$ cat config.mk
export PLATFORM = sky130hd
export DESIGN_NAME = agc_top
export DESIGN_NICKNAME = d
export VERILOG_FILES = /design/src/agc_pkg.sv /design/src/avg_power.sv /design/src/gain_update.sv /design/src/lane_scaler.sv /design/src/credit_fifo.sv /design/src/agc_top.sv
export VERILOG_INCLUDE_DIRS = /design/src /design/src/include
export SDC_FILE = /design/constraint.sdc
export NUM_CORES = 2
export LEC_CHECK = 0
export ABC_AREA = 0
export BUFFER_PORTS_ARGS = -buffer_cell sky130_fd_sc_hd__buf_2
export CAP_MARGIN = 15
export CORE_MARGIN = 8
export CORE_UTILIZATION = 45
export DETAILED_ROUTE_END_ITERATION = 7
export GPL_ROUTABILITY_DRIVEN = 1
export PLACE_DENSITY = 0.64
export SETUP_SLACK_MARGIN = 0.15
export SLEW_MARGIN = 20
export SYNTH_ARGS = -nofsm -noshare
export SYNTH_HDL_FRONTEND = slang
export SYNTH_SLANG_ARGS = --single-unit
$ cat constraint.sdc
create_clock -name clk -period 24.9 [get_ports clk]
set_clock_uncertainty 0.1 [all_clocks]
set_input_delay 0 -clock clk [delete_from_list [all_inputs] [get_ports clk]]
set_output_delay 0 -clock clk [all_outputs]
set_load 0.02 [all_outputs]
$ cat src/include/agc_defines.svh
`ifndef AGC_DEFINES_SVH
`define AGC_DEFINES_SVH

// --------------------------------------------------
// sample format
// --------------------------------------------------
`define AGC_DIN_WIDTH      8     // lane sample width.
`define AGC_DIN_POINT      7     // fraction bits of a sample.
`define AGC_PARALLEL       4     // lanes per block.
`define AGC_POW_WIDTH      16    // squared sample width with 2*din_point fraction bits.

// window and update period
`define AGC_WINDOW_LOG2    3     // moving window of 8 blocks.
`define AGC_UPDATE_BLOCKS  16    // accepted blocks between gain updates.

// --------------------------------------------------
// gain loop
// --------------------------------------------------
`define AGC_COEF_WIDTH     16    // unsigned error coefficient.
`define AGC_COEF_POINT     8
`define AGC_GAIN_WIDTH     16    // signed gain.
`define AGC_GAIN_POINT     8
`define AGC_GAIN_INIT      (1 << `AGC_GAIN_POINT)
`define AGC_GAIN_HIGH      2048  // exclusive upper limit of 8.0.
`define AGC_GAIN_LOW       0     // exclusive lower limit.
`define AGC_PROD_WIDTH     (`AGC_DIN_WIDTH + `AGC_GAIN_WIDTH)

// output queues
`define AGC_OUT_DEPTH      8
`define AGC_RPT_DEPTH      4

`endif

$ cat src/agc_pkg.sv
`include "agc_defines.svh"

package agc_pkg;

    // --------------------------------------------------
    // scalar formats
    // --------------------------------------------------
    typedef logic signed [`AGC_DIN_WIDTH-1:0]  sample_t;   // q1.7 lane sample.
    typedef logic signed [`AGC_PROD_WIDTH-1:0] product_t;  // sample times gain.
    typedef logic signed [`AGC_GAIN_WIDTH-1:0] gain_t;     // q8.8 gain.
    typedef logic [`AGC_POW_WIDTH-1:0]         power_t;    // unsigned mean power.

    // --------------------------------------------------
    // blocks and reports
    // --------------------------------------------------
    // one accepted input block.
    typedef struct packed {
        sample_t [`AGC_PARALLEL-1:0] lane;
    } sample_block_t;

    // scaled lanes tagged with the gain they were multiplied by.
    typedef struct packed {
        product_t [`AGC_PARALLEL-1:0] lane;
        gain_t                        gain;
    } scaled_block_t;

    // result of one gain update.
    typedef struct packed {
        gain_t  gain;  // gain after the update.
        power_t pow;   // mean power that drove it.
        logic   held;  // candidate left the band so the gain was kept.
    } gain_report_t;

endpackage

$ cat src/avg_power.sv
`timescale 1ns/1ps
`include "agc_defines.svh"

module avg_power (
    input  logic                      clk,
    input  logic                      rst,
    input  agc_pkg::sample_block_t    din,
    input  logic                      din_valid,
    output logic [`AGC_POW_WIDTH-1:0] pow,
    output logic                      pow_valid
);

    localparam int par_log2   = $clog2(`AGC_PARALLEL);
    localparam int window     = 1 << `AGC_WINDOW_LOG2;
    localparam int blk_width  = `AGC_POW_WIDTH + par_log2;
    localparam int mean_shift = par_log2 + `AGC_WINDOW_LOG2;
    localparam int sum_width  = `AGC_POW_WIDTH + mean_shift;

    logic [`AGC_POW_WIDTH-1:0] sq [`AGC_PARALLEL];
    logic                      sq_valid;
    logic [blk_width-1:0]      blk_sum;
    logic [blk_width-1:0]      hist [window];
    logic [sum_width-1:0]      run_sum;

    // --------------------------------------------------
    // stage 1 squares every lane
    // --------------------------------------------------
    always_ff @(posedge clk) begin
        if (rst) begin
            sq_valid <= 1'b0;
        end else begin
            sq_valid <= din_valid;
        end
    end

    always_ff @(posedge clk) begin
        if (din_valid) begin
            for (int i = 0; i < `AGC_PARALLEL; i++) begin
                sq[i] <= din.lane[i] * din.lane[i];  // never negative.
            end
        end
    end

    // --------------------------------------------------
    // stage 2 sums the lanes and moves the window
    // --------------------------------------------------
    always_comb begin
        blk_sum = '0;
        for (int i = 0; i < `AGC_PARALLEL; i++) begin
            blk_sum = blk_sum + blk_width'(sq[i]);
        end
    end

    always_ff @(posedge clk) begin
        if (rst) begin
            pow_valid <= 1'b0;
            run_sum   <= '0;
            for (int k = 0; k < window; k++) begin
                hist[k] <= '0;  // empty slots count as zero.
            end
        end else begin
            pow_valid <= sq_valid;
            if (sq_valid) begin
                hist[0] <= blk_sum;
                for (int k = 1; k < window; k++) begin
                    hist[k] <= hist[k-1];
                end
                // oldest block leaves as the new one enters.
                run_sum <= run_sum + sum_width'(blk_sum) - sum_width'(hist[window-1]);
            end
        end
    end

    // divide by lanes times window with truncation.
    assign pow = run_sum[mean_shift +: `AGC_POW_WIDTH];

endmodule

$ cat src/gain_update.sv
`timescale 1ns/1ps
`include "agc_defines.svh"

module gain_update (
    input  logic                              clk,
    input  logic                              rst,
    input  logic [`AGC_POW_WIDTH-1:0]         pow,
    input  logic                              pow_valid,
    input  logic [`AGC_POW_WIDTH-1:0]         ref_pow,
    input  logic [`AGC_COEF_WIDTH-1:0]        error_coef,
    output logic signed [`AGC_GAIN_WIDTH-1:0] gain,
    output agc_pkg::gain_report_t             rpt,
    output logic                              rpt_valid
);

    localparam int gw         = `AGC_GAIN_WIDTH;
    localparam int cnt_width  = $clog2(`AGC_UPDATE_BLOCKS);
    localparam int diff_width = `AGC_POW_WIDTH + 1;
    localparam int prod_width = diff_width + `AGC_COEF_WIDTH + 1;
    localparam int step_shift = 2 * `AGC_DIN_POINT + `AGC_COEF_POINT - `AGC_GAIN_POINT;

    localparam logic [cnt_width-1:0] cnt_last  = cnt_width'(`AGC_UPDATE_BLOCKS - 1);
    localparam logic signed [gw:0]   gain_lo   = `AGC_GAIN_LOW;
    localparam logic signed [gw:0]   gain_hi   = `AGC_GAIN_HIGH;
    localparam logic signed [gw-1:0] gain_init = `AGC_GAIN_INIT;

    logic [cnt_width-1:0]          blk_cnt;
    logic                          upd;
    logic signed [diff_width-1:0]  diff;
    logic signed [prod_width-1:0]  prod;
    logic signed [prod_width-1:0]  prod_shr;
    logic signed [gw-1:0]          step_sat;
    logic signed [gw-1:0]          step;
    logic signed [gw:0]            cand;
    logic                          in_band;
    logic [`AGC_POW_WIDTH-1:0]     pow_s1;
    logic [`AGC_POW_WIDTH-1:0]     pow_s2;
    logic [`AGC_POW_WIDTH-1:0]     pow_s3;
    logic                          diff_valid;
    logic                          prod_valid;
    logic                          step_valid;
    logic signed [gw-1:0]          gain_reg;

    assign upd = pow_valid && (blk_cnt == cnt_last);  // every update_blocks-th result.

    // --------------------------------------------------
    // cast of the scaled error to gain format
    // --------------------------------------------------
    always_comb begin
        prod_shr = prod >>> step_shift;
        if (&prod_shr[prod_width-1:gw-1] || ~|prod_shr[prod_width-1:gw-1]) begin
            step_sat = prod_shr[gw-1:0];
        end else if (prod_shr[prod_width-1]) begin
            step_sat = {1'b1, {(gw-1){1'b0}}};  // most negative step.
        end else begin
            step_sat = {1'b0, {(gw-1){1'b1}}};  // most positive step.
        end
    end

    // candidate gain is kept only strictly inside the band.
    assign cand    = {gain_reg[gw-1], gain_reg} + {step[gw-1], step};
    assign in_band = (cand > gain_lo) && (cand < gain_hi);

    // --------------------------------------------------
    // block counter, stage valids and gain register
    // --------------------------------------------------
    always_ff @(posedge clk) begin
        if (rst) begin
            blk_cnt    <= '0;
            diff_valid <= 1'b0;
            prod_valid <= 1'b0;
            step_valid <= 1'b0;
            rpt_valid  <= 1'b0;
            gain_reg   <= gain_init;  // unity.
        end else begin
            if (pow_valid) begin
                blk_cnt <= upd ? '0 : blk_cnt + 1'b1;
            end
            diff_valid <= upd;
            prod_valid <= diff_valid;
            step_valid <= prod_valid;
            rpt_valid  <= step_valid;
            if (rpt_valid) begin
                gain_reg <= rpt.gain;  // one cycle behind the report.
            end
        end
    end

    // --------------------------------------------------
    // difference, multiply, cast and clamp stages
    // --------------------------------------------------
    always_ff @(posedge clk) begin
        if (upd) begin
            diff   <= $signed({1'b0, ref_pow}) - $signed({1'b0, pow});
            pow_s1 <= pow;
        end
        if (diff_valid) begin
            prod   <= diff * $signed({1'b0, error_coef});
            pow_s2 <= pow_s1;
        end
        if (prod_valid) begin
            step   <= step_sat;
            pow_s3 <= pow_s2;
        end
        if (step_valid) begin
            rpt.gain <= in_band ? cand[gw-1:0] : gain_reg;
            rpt.pow  <= pow_s3;
            rpt.held <= ~in_band;
        end
    end

    assign gain = gain_reg;

endmodule

$ cat src/lane_scaler.sv
`timescale 1ns/1ps
`include "agc_defines.svh"

module lane_scaler (
    input  logic                              clk,
    input  logic                              rst,
    input  agc_pkg::sample_block_t            din,
    input  logic                              din_valid,
    input  logic signed [`AGC_GAIN_WIDTH-1:0] gain,
    output agc_pkg::scaled_block_t            dout,
    output logic                              dout_valid
);

    // --------------------------------------------------
    // valid flag
    // --------------------------------------------------
    always_ff @(posedge clk) begin
        if (rst) begin
            dout_valid <= 1'b0;
        end else begin
            dout_valid <= din_valid;
        end
    end

    // --------------------------------------------------
    // lane products
    // --------------------------------------------------
    // q1.7 times q8.8 gives q9.15 in each lane.
    always_ff @(posedge clk) begin
        if (din_valid) begin
            for (int i = 0; i < `AGC_PARALLEL; i++) begin
                dout.lane[i] <= din.lane[i] * gain;  // full width, no rounding.
            end
            dout.gain <= gain;  // gain seen in the cycle of acceptance.
        end
    end

endmodule

$ cat src/credit_fifo.sv
`timescale 1ns/1ps

module credit_fifo #(
    parameter type payload_t = logic,
    parameter int  depth     = 4
) (
    input  logic     clk,
    input  logic     rst,
    input  payload_t wr_data,
    input  logic     wr_valid,
    input  logic     credit,
    output payload_t rd_data,
    output logic     rd_valid
);

    localparam int aw = (depth > 1) ? $clog2(depth) : 1;
    localparam int cw = $clog2(depth + 1);

    payload_t      mem [depth];
    logic [aw-1:0] wr_ptr;
    logic [aw-1:0] rd_ptr;
    logic [cw-1:0] count;
    logic [cw-1:0] credits;
    logic          full;
    logic          empty;
    logic          wr_en;

    assign full     = (count == cw'(depth));
    assign empty    = (count == '0);
    assign wr_en    = wr_valid && !full;  // a write into a full queue is lost.
    assign rd_valid = !empty && (credits != '0);  // every valid cycle is a send.
    assign rd_data  = mem[rd_ptr];

    // --------------------------------------------------
    // storage
    // --------------------------------------------------
    always_ff @(posedge clk) begin
        if (wr_en) begin
            mem[wr_ptr] <= wr_data;
        end
    end

    // --------------------------------------------------
    // pointers, fill level and sink credits
    // --------------------------------------------------
    always_ff @(posedge clk) begin
        if (rst) begin
            wr_ptr  <= '0;
            rd_ptr  <= '0;
            count   <= '0;
            credits <= cw'(depth);  // sink starts with room for a full queue.
        end else begin
            if (wr_en) begin
                wr_ptr <= (wr_ptr == aw'(depth - 1)) ? '0 : wr_ptr + 1'b1;
            end
            if (rd_valid) begin
                rd_ptr <= (rd_ptr == aw'(depth - 1)) ? '0 : rd_ptr + 1'b1;
            end
            case ({wr_en, rd_valid})
                2'b10: count <= count + 1'b1;
                2'b01: count <= count - 1'b1;
                default: count <= count;
            endcase
            case ({credit, rd_valid})
                2'b10: credits <= credits + 1'b1;  // returned by the sink.
                2'b01: credits <= credits - 1'b1;  // spent on a send.
                default: credits <= credits;
            endcase
        end
    end

endmodule

$ cat src/agc_top.sv
`timescale 1ns/1ps
`include "agc_defines.svh"

module agc_top (
    input  logic                       clk,
    input  logic                       rst,
    input  agc_pkg::sample_block_t     din,
    input  logic                       din_valid,
    output logic                       din_credit,
    input  logic [`AGC_POW_WIDTH-1:0]  ref_pow,
    input  logic [`AGC_COEF_WIDTH-1:0] error_coef,
    output agc_pkg::scaled_block_t     dout,
    output logic                       dout_valid,
    input  logic                       dout_credit,
    output agc_pkg::gain_report_t      rpt,
    output logic                       rpt_valid,
    input  logic                       rpt_credit
);

    logic [`AGC_POW_WIDTH-1:0]         pow;
    logic                              pow_valid;
    logic signed [`AGC_GAIN_WIDTH-1:0] gain;
    agc_pkg::gain_report_t             upd_rpt;
    logic                              upd_rpt_valid;
    agc_pkg::scaled_block_t            scaled;
    logic                              scaled_valid;

    // --------------------------------------------------
    // gain loop
    // --------------------------------------------------
    avg_power u_avg_power (
        .clk       (clk),
        .rst       (rst),
        .din       (din),
        .din_valid (din_valid),
        .pow       (pow),
        .pow_valid (pow_valid)
    );

    gain_update u_gain_update (
        .clk        (clk),
        .rst        (rst),
        .pow        (pow),
        .pow_valid  (pow_valid),
        .ref_pow    (ref_pow),
        .error_coef (error_coef),
        .gain       (gain),
        .rpt        (upd_rpt),
        .rpt_valid  (upd_rpt_valid)
    );

    // --------------------------------------------------
    // data path and output queues
    // --------------------------------------------------
    lane_scaler u_lane_scaler (
        .clk        (clk),
        .rst        (rst),
        .din        (din),
        .din_valid  (din_valid),
        .gain       (gain),
        .dout       (scaled),
        .dout_valid (scaled_valid)
    );

    credit_fifo #(
        .payload_t (agc_pkg::scaled_block_t),
        .depth     (`AGC_OUT_DEPTH)
    ) u_out_fifo (
        .clk      (clk),
        .rst      (rst),
        .wr_data  (scaled),
        .wr_valid (scaled_valid),
        .credit   (dout_credit),
        .rd_data  (dout),
        .rd_valid (dout_valid)
    );

    credit_fifo #(
        .payload_t (agc_pkg::gain_report_t),
        .depth     (`AGC_RPT_DEPTH)
    ) u_rpt_fifo (
        .clk      (clk),
        .rst      (rst),
        .wr_data  (upd_rpt),
        .wr_valid (upd_rpt_valid),
        .credit   (rpt_credit),
        .rd_data  (rpt),
        .rd_valid (rpt_valid)
    );

    // a block leaving the sample queue frees a slot for the source.
    assign din_credit = dout_valid;

endmodule

==> reports/results.tsv <==
stage	metric	value	unit
synth	synth_area	96860	um2
clock_tree	cts.root.buffer_cell	clkbuf_16	
finish	layout-drive-gt1-share	12.51	%
floorplan	fp.dieH	479.9	um
worst_setup_path	path_buf_inv	5	
grt	gr-total-overflow	0	
min_path	min_to	u_gain_update.diff[15]	
grt	antenna_found_initial	23	
floorplan	core	214200	um2
floorplan	die_w	479.9	um
clock_tree	cts-buffers-inserted	162	
floorplan	rows	170	
route	drc	0	
worst_setup_path	max_stage_delay	0.75	ns
finish	area_growth	10.40	%
route	ant_nets	0	
route	vias	53830	
sta	hold_viol_final	0	
run	maxCapViolations	0	
worst_setup_path	ff2ff_setup_slack	17.93	ns
sta	slew_violations	0	
synth	ys_ff_latch	1554	
finish	nFillCells	18300	
worst_setup_path	ff2ff_path_depth	21	
placement	port_buffers	216	
sta	period_share	27.97	%
synth	ys_warn_count	0	
clock_tree	cts_tree	built	
sta	setup_viol	0	
route	vias_per_cell	5.176	
placement	post_dp_cell_area	101100	um2
worst_setup_path	timing.rr.start	u_gain_update.diff[14]	
sta	period_minus_slack	6.966	ns
worst_setup_path	critPathRequiredTime	25.37	ns
synth	avgSynthCellArea	13.47	um2
sta	fin_tns_setup	0	ns
worst_setup_path	critPathArrivalTime	7.44	ns
synth	ys_seq_area_share	47.39	%
synth	synth_edf_count	1478	
status	outcome	finished, final reports clean	
route	finalWirelength	211.6	mm
clock_tree	h-tree-depth	4	
power_and_ir_drop	power_density	118.5	nW/um2
worst_setup_path	crit_top_cell	fa_1	
grt	grt_max_degree	123	
sta	max_slew_margin	22.25	%
placement	place.detailed.hpwl	142.3	mm
worst_setup_path	timing.rr.end	u_gain_update.prod[33]	
worst_setup_path	critical_path_class	reg2reg	
synth	yosysTopAreaCell	edfxtp_1	
synth	synth_top_cell_area_share	45.82	%
clock_tree	clock_sinks	1554	
floorplan	dieArea	230300	um2
synth	async_flop_share	0	%
worst_setup_path	critPathSlowestCell	edfxtp_1	
synth	synthTopCellsByCount	edfxtp_1 (1,478), inv_1 (1,275), fa_1 (918)	
clock_tree	clkTransAtPathRegs	0.08	ns
min_path	hold_path_class	in2reg	
route	drt_first_iter_violations	3634	
min_path	holdCritStartpoint	ref_pow[15]	
floorplan	start_util	45.22	%
finish	largest-register	u_out_fifo.mem	
clock_tree	post_cts_buffers	0	
finish	largest_reg_flops	896	
placement	place.gp.congestion	0.8525	
worst_setup_path	crit_fanout	16	
finish	top_regs	u_out_fifo.mem (896), u_avg_power.hist (144), u_rpt_fifo.mem (132)	
synth	synthFlopType	edfxtp_1	
finish	fin_util	49.92	%
placement	placedCellCount	10040	
route	first_pass_iters	5	
route	wl_per_cell	20.35	um
sta	worstMarginPinSlew	1.166	ns
power_and_ir_drop	power.leakage	42.44	nW
synth	yosysMostFrequentCell	edfxtp_1	
clock_tree	clk_latency	0.83	ns
grt	track_usage	18.61	%
worst_setup_path	cp_top_family	adder cells	
worst_setup_path	startpoint_type	flop	
sta	fmax	0.1436	GHz
synth	netlist_instances	7192	
sta	grt_setup_unrepaired	no	
grt	grt_pass1_wl	335.7	mm
worst_setup_path	cp-end-kind	flop	
synth	synth_cell_types	79	
grt	grt_pass1_vias	58570	
synth	ys_top_cells_by_area	edfxtp_1 (46%), fa_1 (19%), ha_1 (6.1%), mux4_2 (6.0%), inv_1 (4.9%)	
power_and_ir_drop	irDropWorstVdd	0.3871	mV
min_path	hold_depth	4	
worst_setup_path	worstPathCellList	nand2_1 -> fa_1 -> inv_1 -> fa_1 -> inv_1 -> fa_1 -> fa_1 -> inv_1 -> fa_1 -> inv_1 -> fa_1 -> inv_1 -> ha_1 -> a21oi_1 -> o21ai_0 -> a211oi_2 -> o21ai_1 -> a32o_1 -> o41a_1 -> a21oi_1 -> xnor2_1	
floorplan	io_pins	217	
finish	final_area	106900	um2
clock_tree	cts_max_path_buffers	3	
finish	num-nets-final	8875	
finish	final_cells	10400	
-- cell type report --
class | instances | area, um2 | area share (%)
Antenna cell | 8 | 20.02 | 0.01872
Clock buffer | 192 | 4219 | 3.946
Clock inverter | 109 | 1125 | 1.052
Inverter | 1277 | 4798 | 4.488
Multi-Input combinational cell | 4096 | 45200 | 42.28
Sequential cell | 1554 | 45920 | 42.95
Tap cell | 2838 | 3551 | 3.321
Timing Repair Buffer | 325 | 2088 | 1.953
-- placed cells by master, fill, tap and decap left out, types with 12 or more instances in the layout --
cell type | synthesis | layout
a211oi_1 | 13 | 13
a21boi_0 | 21 | 21
a21o_1 | 63 | 63
a21oi_1 | 132 | 132
a31oi_1 | 12 | 12
and2_1 | 559 | 559
and3_1 | 22 | 22
buf_2 | 0 | 214
buf_4 | 1 | 59
bufinv_16 | 0 | 15
clkbuf_1 | 236 | 27
clkbuf_16 | 0 | 164
clkinv_1 | 2 | 39
clkinv_2 | 0 | 22
clkinvlp_4 | 0 | 12
dfxtp_1 | 76 | 69
dlygate4sd3_1 | 0 | 46
edfxtp_1 | 1478 | 1478
fa_1 | 918 | 918
ha_1 | 472 | 472
inv_1 | 1275 | 1273
mux2_2 | 122 | 122
mux2i_1 | 40 | 40
mux4_2 | 257 | 257
nand2_1 | 437 | 437
nand2b_1 | 77 | 77
nand3_1 | 35 | 35
nor2_1 | 259 | 256
nor2b_1 | 82 | 82
nor3_1 | 53 | 49
o21a_1 | 31 | 31
o21ai_0 | 82 | 82
o21bai_1 | 14 | 14
or2_2 | 13 | 13
or3_1 | 13 | 13
xnor2_1 | 194 | 194
xor2_1 | 53 | 53
-- tightest hold or removal path: stages --
cell,delay (ns)
dlygate4sd3_1,0.51
buf_2,0.11
ha_1,0.18
xnor2_1,0.13
-- worst max path at each step --
stage,slack (ns),to,cells after the start,start
final,17.93,u_gain_update.prod[33],21,u_gain_update.diff[14]
after global routing,17.58,u_gain_update.prod[33],21,u_gain_update.diff[14]
after CTS,17.88,u_gain_update.prod[33],21,u_gain_update.diff[14]
after detailed placement,17.93,u_gain_update.prod[33],21,u_gain_update.diff[14]
after global placement,17.96,u_gain_update.prod[33],21,u_gain_update.diff[14]
after floorplan,12.59,u_out_fifo.mem[0][0],3,u_lane_scaler.dout_valid
-- per-stage QoR --
step                      hold slack, ns  setup WS (ns)  power (mW)
after global placement            0.3061          17.96       10.16
after global routing             0.09394          17.58       13.71
after CTS                        0.02135          17.88       12.77
after detailed placement          0.3051          17.93       10.24
final                             0.1160          17.93       12.68
after floorplan                -0.001131          12.59       8.616
-- metal layers --
| metal | GRT usage [%] | vias to the layer above | part of all wire [%] |
|---|---|---|---|
| met3 | 2.994 | 266 | 5.0 |
| met2 | 31.40 | 1106 | 49 |
| met4 | 4.749 | 2 | 2.3 |
| met5 | 0 | - | 0.0057 |
| li1 | - | 24460 | - |
| met1 | 25.34 | 28000 | 44 |
-- cell families after synthesis --
kind of cell | after synthesis | share of synthesized area (%)
compound gates | 450 | 3.069
xor+xnor | 247 | 2.234
fa+ha+maj | 1390 | 25.07
buf+inv | 1543 | 5.991
flops | 1554 | 47.39
mux | 421 | 7.839
other cells | 1 | 0.003872
simple gates | 1586 | 8.397
-- report_power, final --
part	leakage [nW]	total, mW	switching (mW)	internal (mW)
Sequential	14.4	3.26	0.118	3.14
Clock	2.57	2.43	1.04	1.38
Combinational	25.5	6.99	3.98	3.01
-- timing repair --
| item | 4_1_cts | 5_1_grt |
|---|---|---|
| hold buffers | 46 | 0 |
| endpoints found under the hold margin | 165 | 0 |
| resized for setup | 0 | 0 |
(Power assumes the default switching activity.)
